<file path="config.mk">
export PLATFORM = sky130hd
export DESIGN_NAME = ShadowUnit
export DESIGN_NICKNAME = d
export VERILOG_FILES = /design/src/hdl/BvhPkg.sv /design/src/hdl/FragmentPkg.sv /design/src/hdl/ShadowConfig.sv /design/src/hdl/PrimitiveGroupQueue.sv /design/src/hdl/BatchStepper.sv /design/src/hdl/ShadowControl.sv /design/src/hdl/ShadowUnit.sv
export SDC_FILE = /design/constraint.sdc
export NUM_CORES = 1
export LEC_CHECK = 0
export BUFFER_PORTS_ARGS = -buffer_cell sky130_fd_sc_hd__buf_2
export CELL_PAD_IN_SITES_DETAIL_PLACEMENT = 1
export CELL_PAD_IN_SITES_GLOBAL_PLACEMENT = 2
export CORE_ASPECT_RATIO = 0.6
export CORE_UTILIZATION = 47
export DETAILED_ROUTE_END_ITERATION = 7
export PLACE_DENSITY = 0.95
export SYNTH_ARGS = -nofsm -noshare
export SYNTH_HDL_FRONTEND = slang
export SYNTH_HIERARCHICAL = 1
export SYNTH_SLANG_ARGS = --single-unit
</file>
<file path="constraint.sdc">
create_clock -name clk -period 19.1 [get_ports clk]
set_input_delay 1.91 -clock clk [delete_from_list [all_inputs] [get_ports clk]]
set_output_delay 1.91 -clock clk [all_outputs]
set_load 0.05 [all_outputs]
</file>
<file path="src/hdl/BvhPkg.sv">
// BVH package with primitive index widths, lane count, queue depth and group types
package BvhPkg;

    // ------------------------------------------------------------------------
    // Primitive addressing
    // ------------------------------------------------------------------------
    localparam int PrimIndexWidth = 12;
    localparam int PrimCountWidth = 8;

    // Lanes tested by the ray unit in one batch
    localparam int LaneCountLog = 2;
    localparam int LaneCount    = 1 << LaneCountLog;

    // Candidate group queue
    localparam int QueueDepth    = 16;
    localparam int QueuePtrWidth = $clog2(QueueDepth);

    // One contiguous range of primitives that may be hit
    typedef struct packed {
        logic [PrimIndexWidth-1:0] start;
        logic [PrimCountWidth-1:0] count;
    } primGroupT;

    // Two leaf results per cycle from traversal, count of zero means no leaf
    typedef struct packed {
        primGroupT [1:0] leaf;
    } leafBundleT;

    // Per-lane hit flags from the ray unit
    typedef logic [LaneCount-1:0] laneMaskT;

endpackage

</file>
<file path="src/hdl/FragmentPkg.sv">
// Fragment package with surface types, fragment and result records, FSM states and config map
package FragmentPkg;

    localparam int RayTagWidth  = 16;
    localparam int CfgAddrWidth = 2;
    localparam int CfgDataWidth = 16;

    typedef enum logic [1:0] {
        SurfNone,
        SurfDiffuse,
        SurfSpecular,
        SurfLight
    } surfaceT;

    // Shaded fragment as delivered by the previous stage
    typedef struct packed {
        logic [9:0]             pixelX;
        logic [9:0]             pixelY;
        logic [23:0]            color;
        surfaceT                surface;
        logic [RayTagWidth-1:0] rayTag;
    } fragmentT;

    typedef struct packed {
        fragmentT frag;
        logic     inShadow;
    } shadowResultT;

    typedef enum logic [1:0] {
        ShdwInit,
        ShdwAnyHit,
        ShdwDone
    } shadowStateT;

    // ------------------------------------------------------------------------
    // Configuration register map
    // ------------------------------------------------------------------------
    localparam logic [CfgAddrWidth-1:0] CfgAddrEnable      = 2'd0;
    localparam logic [CfgAddrWidth-1:0] CfgAddrGlobalStart = 2'd1;
    localparam logic [CfgAddrWidth-1:0] CfgAddrGlobalCount = 2'd2;

endpackage

</file>
<file path="src/hdl/ShadowConfig.sv">
// Shadow configuration registers holding the enable bit and the global primitive group
`timescale 1ns/1ps

module ShadowConfig
    import BvhPkg::*, FragmentPkg::*;
(
    input  logic                    clk,
    input  logic                    resetn,
    input  logic                    cfgWrite,
    input  logic [CfgAddrWidth-1:0] cfgAddr,
    input  logic [CfgDataWidth-1:0] cfgData,
    output logic                    shadowEnable,
    output primGroupT               globalGroup
);

    // ------------------------------------------------------------------------
    // Register file
    // ------------------------------------------------------------------------
    // Shadowing comes up enabled with an empty global group
    always_ff @(posedge clk or negedge resetn) begin
        if (!resetn) begin
            shadowEnable <= 1'b1;
            globalGroup  <= '0;
        end else if (cfgWrite) begin
            case (cfgAddr)
                CfgAddrEnable: begin
                    shadowEnable <= cfgData[0];
                end
                CfgAddrGlobalStart: begin
                    globalGroup.start <= cfgData[PrimIndexWidth-1:0];
                end
                CfgAddrGlobalCount: begin
                    // Size zero disables the global group
                    globalGroup.count <= cfgData[PrimCountWidth-1:0];
                end
                default: begin
                    // Unmapped address, write ignored
                    shadowEnable <= shadowEnable;
                end
            endcase
        end
    end

endmodule

</file>
<file path="src/hdl/PrimitiveGroupQueue.sv">
// Circular FIFO of candidate primitive groups with two writes and one read per cycle
`timescale 1ns/1ps

module PrimitiveGroupQueue
    import BvhPkg::*;
(
    input  logic       clk,
    input  logic       resetn,
    input  logic       clear,
    input  logic       pushGlobal,
    input  primGroupT  globalGroup,
    input  logic       pushLeaves,
    input  leafBundleT leaves,
    input  logic       pop,
    output primGroupT  popGroup,
    output logic       empty
);

    primGroupT mem [QueueDepth];

    logic [QueuePtrWidth-1:0] top;
    logic [QueuePtrWidth-1:0] bottom;
    logic [QueuePtrWidth-1:0] base;
    logic [QueuePtrWidth-1:0] nextSlot;

    primGroupT firstGroup;
    logic      firstOk;
    logic      secondOk;
    primGroupT wrGroup0;
    logic      wr0;
    logic      wr1;

    // ------------------------------------------------------------------------
    // Write compaction
    // ------------------------------------------------------------------------
    // Global group is pushed in Init and leaves in AnyHit, never together
    always_comb begin
        base       = clear ? '0 : bottom;
        nextSlot   = base + 1'b1;
        firstGroup = pushGlobal ? globalGroup : leaves.leaf[0];
        firstOk    = pushGlobal ? (globalGroup.count != '0)
                                : (pushLeaves && (leaves.leaf[0].count != '0));
        secondOk   = !pushGlobal && pushLeaves && (leaves.leaf[1].count != '0);
        // Empty first slot lets the second leaf move down
        wrGroup0   = firstOk ? firstGroup : leaves.leaf[1];
        wr0        = firstOk || secondOk;
        wr1        = firstOk && secondOk;
    end

    always_ff @(posedge clk) begin
        if (wr0) begin
            mem[base] <= wrGroup0;
        end
        if (wr1) begin
            mem[nextSlot] <= leaves.leaf[1];
        end
    end

    // Pointers
    always_ff @(posedge clk or negedge resetn) begin
        if (!resetn) begin
            top    <= '0;
            bottom <= '0;
        end else begin
            bottom <= base + QueuePtrWidth'(wr0) + QueuePtrWidth'(wr1);
            if (clear) begin
                top <= '0;
            end else if (pop && !empty) begin
                top <= top + 1'b1;
            end
        end
    end

    assign popGroup = mem[top];
    assign empty    = (top == bottom);

endmodule

</file>
<file path="src/hdl/BatchStepper.sv">
// Batch stepper that pads a primitive group to whole lane batches and masks padded lanes
`timescale 1ns/1ps

module BatchStepper
    import BvhPkg::*;
(
    input  logic                      clk,
    input  logic                      resetn,
    input  logic                      clear,
    input  logic                      load,
    input  logic                      step,
    input  primGroupT                 group,
    input  laneMaskT                  laneHits,
    output logic [PrimIndexWidth-1:0] startPrimitive,
    output logic [PrimIndexWidth-1:0] endPrimitive,
    output logic                      batchLeft,
    output logic                      batchHit
);

    logic [PrimIndexWidth-1:0] startIdx;
    logic [PrimIndexWidth-1:0] realEnd;
    logic [PrimIndexWidth-1:0] alignedEnd;
    logic [PrimIndexWidth-1:0] remaining;
    logic [PrimCountWidth:0]   paddedCount;
    logic [PrimCountWidth:0]   roundedCount;
    laneMaskT                  laneValid;

    // ------------------------------------------------------------------------
    // Round the group size up to a multiple of LaneCount
    // ------------------------------------------------------------------------
    assign paddedCount  = {1'b0, group.count} + (PrimCountWidth + 1)'(LaneCount - 1);
    assign roundedCount = {paddedCount[PrimCountWidth:LaneCountLog], {LaneCountLog{1'b0}}};

    always_ff @(posedge clk or negedge resetn) begin
        if (!resetn) begin
            startIdx   <= '0;
            realEnd    <= '0;
            alignedEnd <= '0;
        end else if (clear) begin
            startIdx   <= '0;
            realEnd    <= '0;
            alignedEnd <= '0;
        end else if (load) begin
            startIdx   <= group.start;
            realEnd    <= group.start + PrimIndexWidth'(group.count);
            alignedEnd <= group.start + PrimIndexWidth'(roundedCount);
        end else if (step) begin
            startIdx <= startIdx + PrimIndexWidth'(LaneCount);
        end
    end

    // Lane masking, measured from the batch start so it survives index wrap
    always_comb begin
        remaining = realEnd - startIdx;
        for (int i = 0; i < LaneCount; i++) begin
            laneValid[i] = (remaining > PrimIndexWidth'(i));
        end
    end

    assign batchLeft = (startIdx != alignedEnd);
    assign batchHit  = batchLeft && |(laneHits & laneValid);

    assign startPrimitive = startIdx;
    assign endPrimitive   = realEnd;

endmodule

</file>
<file path="src/hdl/ShadowControl.sv">
// Shadow controller with input slot, Init/AnyHit/Done FSM and registered result
`timescale 1ns/1ps

module ShadowControl
    import BvhPkg::*, FragmentPkg::*;
(
    input  logic                   clk,
    input  logic                   resetn,
    // Fragment input and result output
    input  logic                   addInput,
    input  fragmentT               fragIn,
    output logic                   fifoFull,
    input  logic                   outputFifoFull,
    output logic                   valid,
    output shadowResultT           result,
    // Configuration
    input  logic                   shadowEnable,
    input  primGroupT              globalGroup,
    // Traversal
    output logic                   travStart,
    output logic                   travRestart,
    output logic [RayTagWidth-1:0] travRay,
    input  logic                   travFinished,
    // Queue and stepper
    output logic                   queueClear,
    output logic                   pushGlobal,
    output logic                   pushLeaves,
    output logic                   pop,
    output logic                   stepClear,
    output logic                   step,
    input  logic                   empty,
    input  primGroupT              popGroup,
    input  logic                   batchLeft,
    input  logic                   batchHit
);

    shadowStateT state;
    fragmentT    slotFrag;
    fragmentT    workFrag;

    logic takeInput;
    logic moveInput;
    logic bypass;
    logic inAnyHit;
    logic searchDone;

    assign takeInput = addInput && !fifoFull;
    assign moveInput = (state == ShdwInit) && fifoFull;
    // No surface or shadowing off skips the search entirely
    assign bypass    = !shadowEnable || (slotFrag.surface == SurfNone);
    assign inAnyHit  = (state == ShdwAnyHit);

    // ------------------------------------------------------------------------
    // Search control
    // ------------------------------------------------------------------------
    assign queueClear = moveInput;
    assign stepClear  = moveInput;
    assign pushGlobal = moveInput && !bypass && (globalGroup.count != '0);
    assign pushLeaves = inAnyHit;
    assign step       = inAnyHit && !batchHit && batchLeft;
    // A group is popped only into an idle stepper
    assign pop        = inAnyHit && !batchHit && !batchLeft && !empty && (popGroup.count != '0);
    assign searchDone = inAnyHit && (batchHit || (!batchLeft && empty && travFinished));
    assign travRay    = workFrag.rayTag;

    always_ff @(posedge clk or negedge resetn) begin
        if (!resetn) begin
            state       <= ShdwInit;
            fifoFull    <= 1'b0;
            valid       <= 1'b0;
            travStart   <= 1'b0;
            travRestart <= 1'b0;
        end else begin
            valid       <= 1'b0;
            travStart   <= 1'b0;
            travRestart <= 1'b0;
            if (takeInput) begin
                fifoFull <= 1'b1;
            end else if (moveInput) begin
                fifoFull <= 1'b0;
            end
            case (state)
                ShdwInit: begin
                    if (fifoFull) begin
                        if (bypass) begin
                            state <= ShdwDone;
                        end else begin
                            travStart <= 1'b1;
                            state     <= ShdwAnyHit;
                        end
                    end
                end
                ShdwAnyHit: begin
                    if (searchDone) begin
                        state <= ShdwDone;
                    end
                end
                ShdwDone: begin
                    // Hold here while the next stage is full
                    if (!outputFifoFull) begin
                        valid       <= 1'b1;
                        travRestart <= 1'b1;
                        state       <= ShdwInit;
                    end
                end
                default: begin
                    state <= ShdwInit;
                end
            endcase
        end
    end

    // Fragment payload and result register
    always_ff @(posedge clk) begin
        if (takeInput) begin
            slotFrag <= fragIn;
        end
        if (moveInput) begin
            workFrag <= slotFrag;
            if (bypass) begin
                result <= '{frag: slotFrag, inShadow: 1'b0};
            end
        end
        if (searchDone) begin
            result <= '{frag: workFrag, inShadow: batchHit};
        end
    end

endmodule

</file>
<file path="src/hdl/ShadowUnit.sv">
// Shadow stage top level joining configuration, group queue, batch stepper and controller
`timescale 1ns/1ps

module ShadowUnit
    import BvhPkg::*, FragmentPkg::*;
(
    input  logic                      clk,
    input  logic                      resetn,
    input  logic                      addInput,
    input  fragmentT                  fragIn,
    output logic                      fifoFull,
    input  logic                      outputFifoFull,
    output logic                      valid,
    output shadowResultT              result,
    input  logic                      cfgWrite,
    input  logic [CfgAddrWidth-1:0]   cfgAddr,
    input  logic [CfgDataWidth-1:0]   cfgData,
    output logic                      travStart,
    output logic                      travRestart,
    output logic [RayTagWidth-1:0]    travRay,
    input  leafBundleT                leaves,
    input  logic                      travFinished,
    output logic [PrimIndexWidth-1:0] startPrimitive,
    output logic [PrimIndexWidth-1:0] endPrimitive,
    input  laneMaskT                  laneHits
);

    logic      shadowEnable;
    primGroupT globalGroup;
    logic      queueClear;
    logic      pushGlobal;
    logic      pushLeaves;
    logic      pop;
    logic      empty;
    primGroupT popGroup;
    logic      stepClear;
    logic      step;
    logic      batchLeft;
    logic      batchHit;

    ShadowConfig shadowConfig (
        .clk          (clk),
        .resetn       (resetn),
        .cfgWrite     (cfgWrite),
        .cfgAddr      (cfgAddr),
        .cfgData      (cfgData),
        .shadowEnable (shadowEnable),
        .globalGroup  (globalGroup)
    );

    PrimitiveGroupQueue groupQueue (
        .clk         (clk),
        .resetn      (resetn),
        .clear       (queueClear),
        .pushGlobal  (pushGlobal),
        .globalGroup (globalGroup),
        .pushLeaves  (pushLeaves),
        .leaves      (leaves),
        .pop         (pop),
        .popGroup    (popGroup),
        .empty       (empty)
    );

    // Each popped group is loaded straight into the stepper
    BatchStepper batchStepper (
        .clk            (clk),
        .resetn         (resetn),
        .clear          (stepClear),
        .load           (pop),
        .step           (step),
        .group          (popGroup),
        .laneHits       (laneHits),
        .startPrimitive (startPrimitive),
        .endPrimitive   (endPrimitive),
        .batchLeft      (batchLeft),
        .batchHit       (batchHit)
    );

    ShadowControl shadowControl (
        .clk            (clk),
        .resetn         (resetn),
        .addInput       (addInput),
        .fragIn         (fragIn),
        .fifoFull       (fifoFull),
        .outputFifoFull (outputFifoFull),
        .valid          (valid),
        .result         (result),
        .shadowEnable   (shadowEnable),
        .globalGroup    (globalGroup),
        .travStart      (travStart),
        .travRestart    (travRestart),
        .travRay        (travRay),
        .travFinished   (travFinished),
        .queueClear     (queueClear),
        .pushGlobal     (pushGlobal),
        .pushLeaves     (pushLeaves),
        .pop            (pop),
        .stepClear      (stepClear),
        .step           (step),
        .empty          (empty),
        .popGroup       (popGroup),
        .batchLeft      (batchLeft),
        .batchHit       (batchHit)
    );

endmodule

</file>
==> metrics.txt <==
worst r2r src groupQueue/top[0]$_DFFE_PN0P_; final instance count without filler cells 2854; synth top area cells edfxtp_1, mux2_2, mux2_1; maximum clock rate 0.161 GHz; H-tree depth 2; NumNets Final between 2000 and 2500; Worst-path clk slew approximately 0.060 ns; vias in the first global route 18588; setup slack after layout 12.89 ns; status finished with violations; YS warnings 6; top_reg_cell synth edfxtp_1; gr ovfl total 0; crit path DAT 6.72 ns; RSZ-0062 raised after global routing no; syn avg cell area 15.2 um2; worst hold margin 0.447 ns; clk buf depth 3; Initial DRC Count 1892; commonest non-fill, non-tap cells in the layout edfxtp_1, mux2_2, buf_2; die area 0.0608 mm2; most common cell after layout, fill and taps aside edfxtp_1; Post-CTS Resized 0; max cap viols 0; initial antenna violation count 3; # setup viols final 0; setup TNS 0 ns; Critical Path RT between 15 and 20 ns; minimum clock period between 6 and 7 ns; Total GRT Usage 0.279; row count 69; critical path peak fanout 46; Mapped Cells 1845; Skew-Pair Late Insertion Delay 0.64 ns; R2R setup slack 12.89 ns; r2r worst-path depth 16; Slew Viols, Final 0; Netlist cell types 74; design area 0.0319 mm2; die width 318 um; post-synth top area cell edfxtp_1; CTS tree built; Startpoint Class register; Mapped Area approximately 0.028 mm2; total CTS buffers 54; top-area cell type share of the netlist area 0.542; I/O Buffers about 230; Hold Fails Final Rpt 0; CP Launch Point groupQueue/top[0]$_DFFE_PN0P_; cells along the critical path buf_4 > buf_4 > mux4_2 > a22oi_1 > nand2_1 > o21a_1 > nor2_1 > ha_1 > inv_1 > fa_1 > nor2b_1 > o21ai_1 > a21boi_0 > o21a_1 > o21ai_0 > a32o_1; flops & latches, synth 577; share of layout cells above drive strength 1 0.343; crit path max-delay cell type dfrtp_4; crit path kind reg -> reg; Leak approximately 11 nW; Initial Util 0.475; Async S/R FF share, synth 0.121; sequential share of the synthesized area 0.604; IO Pins between 200 and 250; RD Place Congestion 0.877; Residual DRC 2; slew at the pin closest to its max-slew limit 1.27 ns; synthesis-to-layout area growth 13.5%; CTS Hold Buffers Added 0; Core Area 0.0591 mm2; Die Span Y 191 um; root buffer cell clkbuf_16; reg2reg end batchStepper/alignedEnd[8]$_DFFE_PN0P_; Critical Path Sink batchStepper/alignedEnd[8]$_DFFE_PN0P_; DP Area 0.0302 mm2; Pwr Density between 150 and 200 mW/mm2; number of flops mapped to enable cells by yosys 507; first-pass detailed-route iteration total 8; max_slew headroom 0.152; period utilization 0.325; Post-Syn Nets between 2000 and 2500; CP max stage delay 0.86 ns; placed cells 2755; Peak VDD IR 148 uV; worst min-delay path category reg -> reg; Post-CTS Setup Bufs 0; DRT antenna net count 0; clk sinks between 500 and 600; vias per inst between 6 and 7; WL final 85.0 mm; Critical Path Sink Type register; DR vias between 15000 and 20000; drt wl/cell 29.8 um; Worst Clk Skew approximately 0.035 ns; violated checks design-rule violations; Setup Slack @ Placement 13.04 ns; HPWL after detailed placement 51.8 mm; first-pass GRT wire length approximately 120 mm; largest net degree at the start of global routing between 70 and 80
==> worst min path at each step <==
stage                                              start                              endpoint  depth (start not counted)
finish              shadowControl/slotFrag[43]$_DFFE_PP_  shadowControl/workFrag[43]$_DFFE_PP_                          0
global route        shadowControl/slotFrag[34]$_DFFE_PP_  shadowControl/workFrag[34]$_DFFE_PP_                          0
CTS                 shadowControl/slotFrag[43]$_DFFE_PP_  shadowControl/workFrag[43]$_DFFE_PP_                          0
detailed placement  shadowControl/slotFrag[14]$_DFFE_PP_   shadowControl/travRay[14]$_DFFE_PP_                          0
global placement    shadowControl/slotFrag[15]$_DFFE_PP_   shadowControl/travRay[15]$_DFFE_PP_                          0
floorplan            shadowControl/slotFrag[0]$_DFFE_PP_    shadowControl/travRay[0]$_DFFE_PP_                          0
==> Yosys cell counts (10+ instances only) <==
library cell  number
clkbuf_1          72
nor2_1            51
xnor2_1           23
mux2i_1           87
a22oi_1           32
nand3_1           10
a221oi_1          42
a21oi_1           37
a211oi_1          18
mux2_2           251
dfrtp_1           69
edfxtp_1         507
buf_1             10
ha_1              29
o21ai_0           30
mux2_1           173
buf_2             45
nand2_1           60
inv_1             41
nor2b_1           10
mux4_2            40
buf_4             23
xor2_1            21
nor4_1            14
==> worst max-delay path, delay by kind of cell, from the launching register on <==
family | cells | cell delay, ns
buffers and inverters | 3 | 1.69
AOI/OAI and AO/OA | 7 | 1.54
DFF | 1 | 0.86
and+or+nand+nor | 3 | 0.71
muxes | 1 | 0.63
adders and majority gates | 2 | 0.58
==> where the power goes <==
| group | internal [mW] | switching (mW) | leakage (nW) |
|---|---|---|---|
| sequential | 1.73 | 0.116 | 5.56 |
| clock | 0.579 | 0.484 | 0.829 |
| combinational | 0.752 | 1.50 | 4.86 |
| total | 3.06 | 2.10 | 11.2 |
==> through the flow <==
step | total power [mW] | util
after floorplan | 3.45 | -
final | 5.16 | 0.540
after detailed placement | 4.09 | 0.511
after global routing | 5.37 | 0.540
after CTS | 5.17 | 0.540
after global placement | 3.98 | 0.511
==> logic make-up after synthesis <==
| family | after synthesis | synth area share |
|---|---|---|
| AO/OA/AOI/OAI | 234 | 0.0624 |
| XOR/XNOR | 44 | 0.0137 |
| buffers and inverters | 196 | 0.0324 |
| AND/OR/NAND/NOR | 210 | 0.0389 |
| multiplexers | 551 | 0.233 |
| adder cells (fa/ha/maj) | 33 | 0.0158 |
| flip-flops | 577 | 0.604 |
==> area by class of cell <==
cell class	count	area [um2]
diodes	2	5.00
clock buffers	73	1460
clock inverters	24	228
fillers	5672	27200
inverters	42	158
multi-input cells	1072	10600
flip-flops and latches	577	17000
well taps	781	977
repair buffers	283	1550
==> sequential cells by signal, indices dropped and copies added (netlist names), 4 cells and up <==
register                     flops
batchStepper/alignedEnd         12
batchStepper/endPrimitive       12
batchStepper/startPrimitive     12
groupQueue/bottom                4
groupQueue/mem                 320
groupQueue/top                   4
shadowConfig/globalGroup        20
shadowControl/result            63
shadowControl/slotFrag          62
shadowControl/travRay           16
shadowControl/workFrag          46
==> routing by layer <==
metal,GRT usage,vias to the layer above,routed length (um)
met5,0,-,33
met4,0.0853,4,2210
met3,0.0560,167,7350
met2,0.442,755,39300
met1,0.387,9299,36100
li1,-,7542,-
No activity file was read; power rests on OpenSTA's default activity.
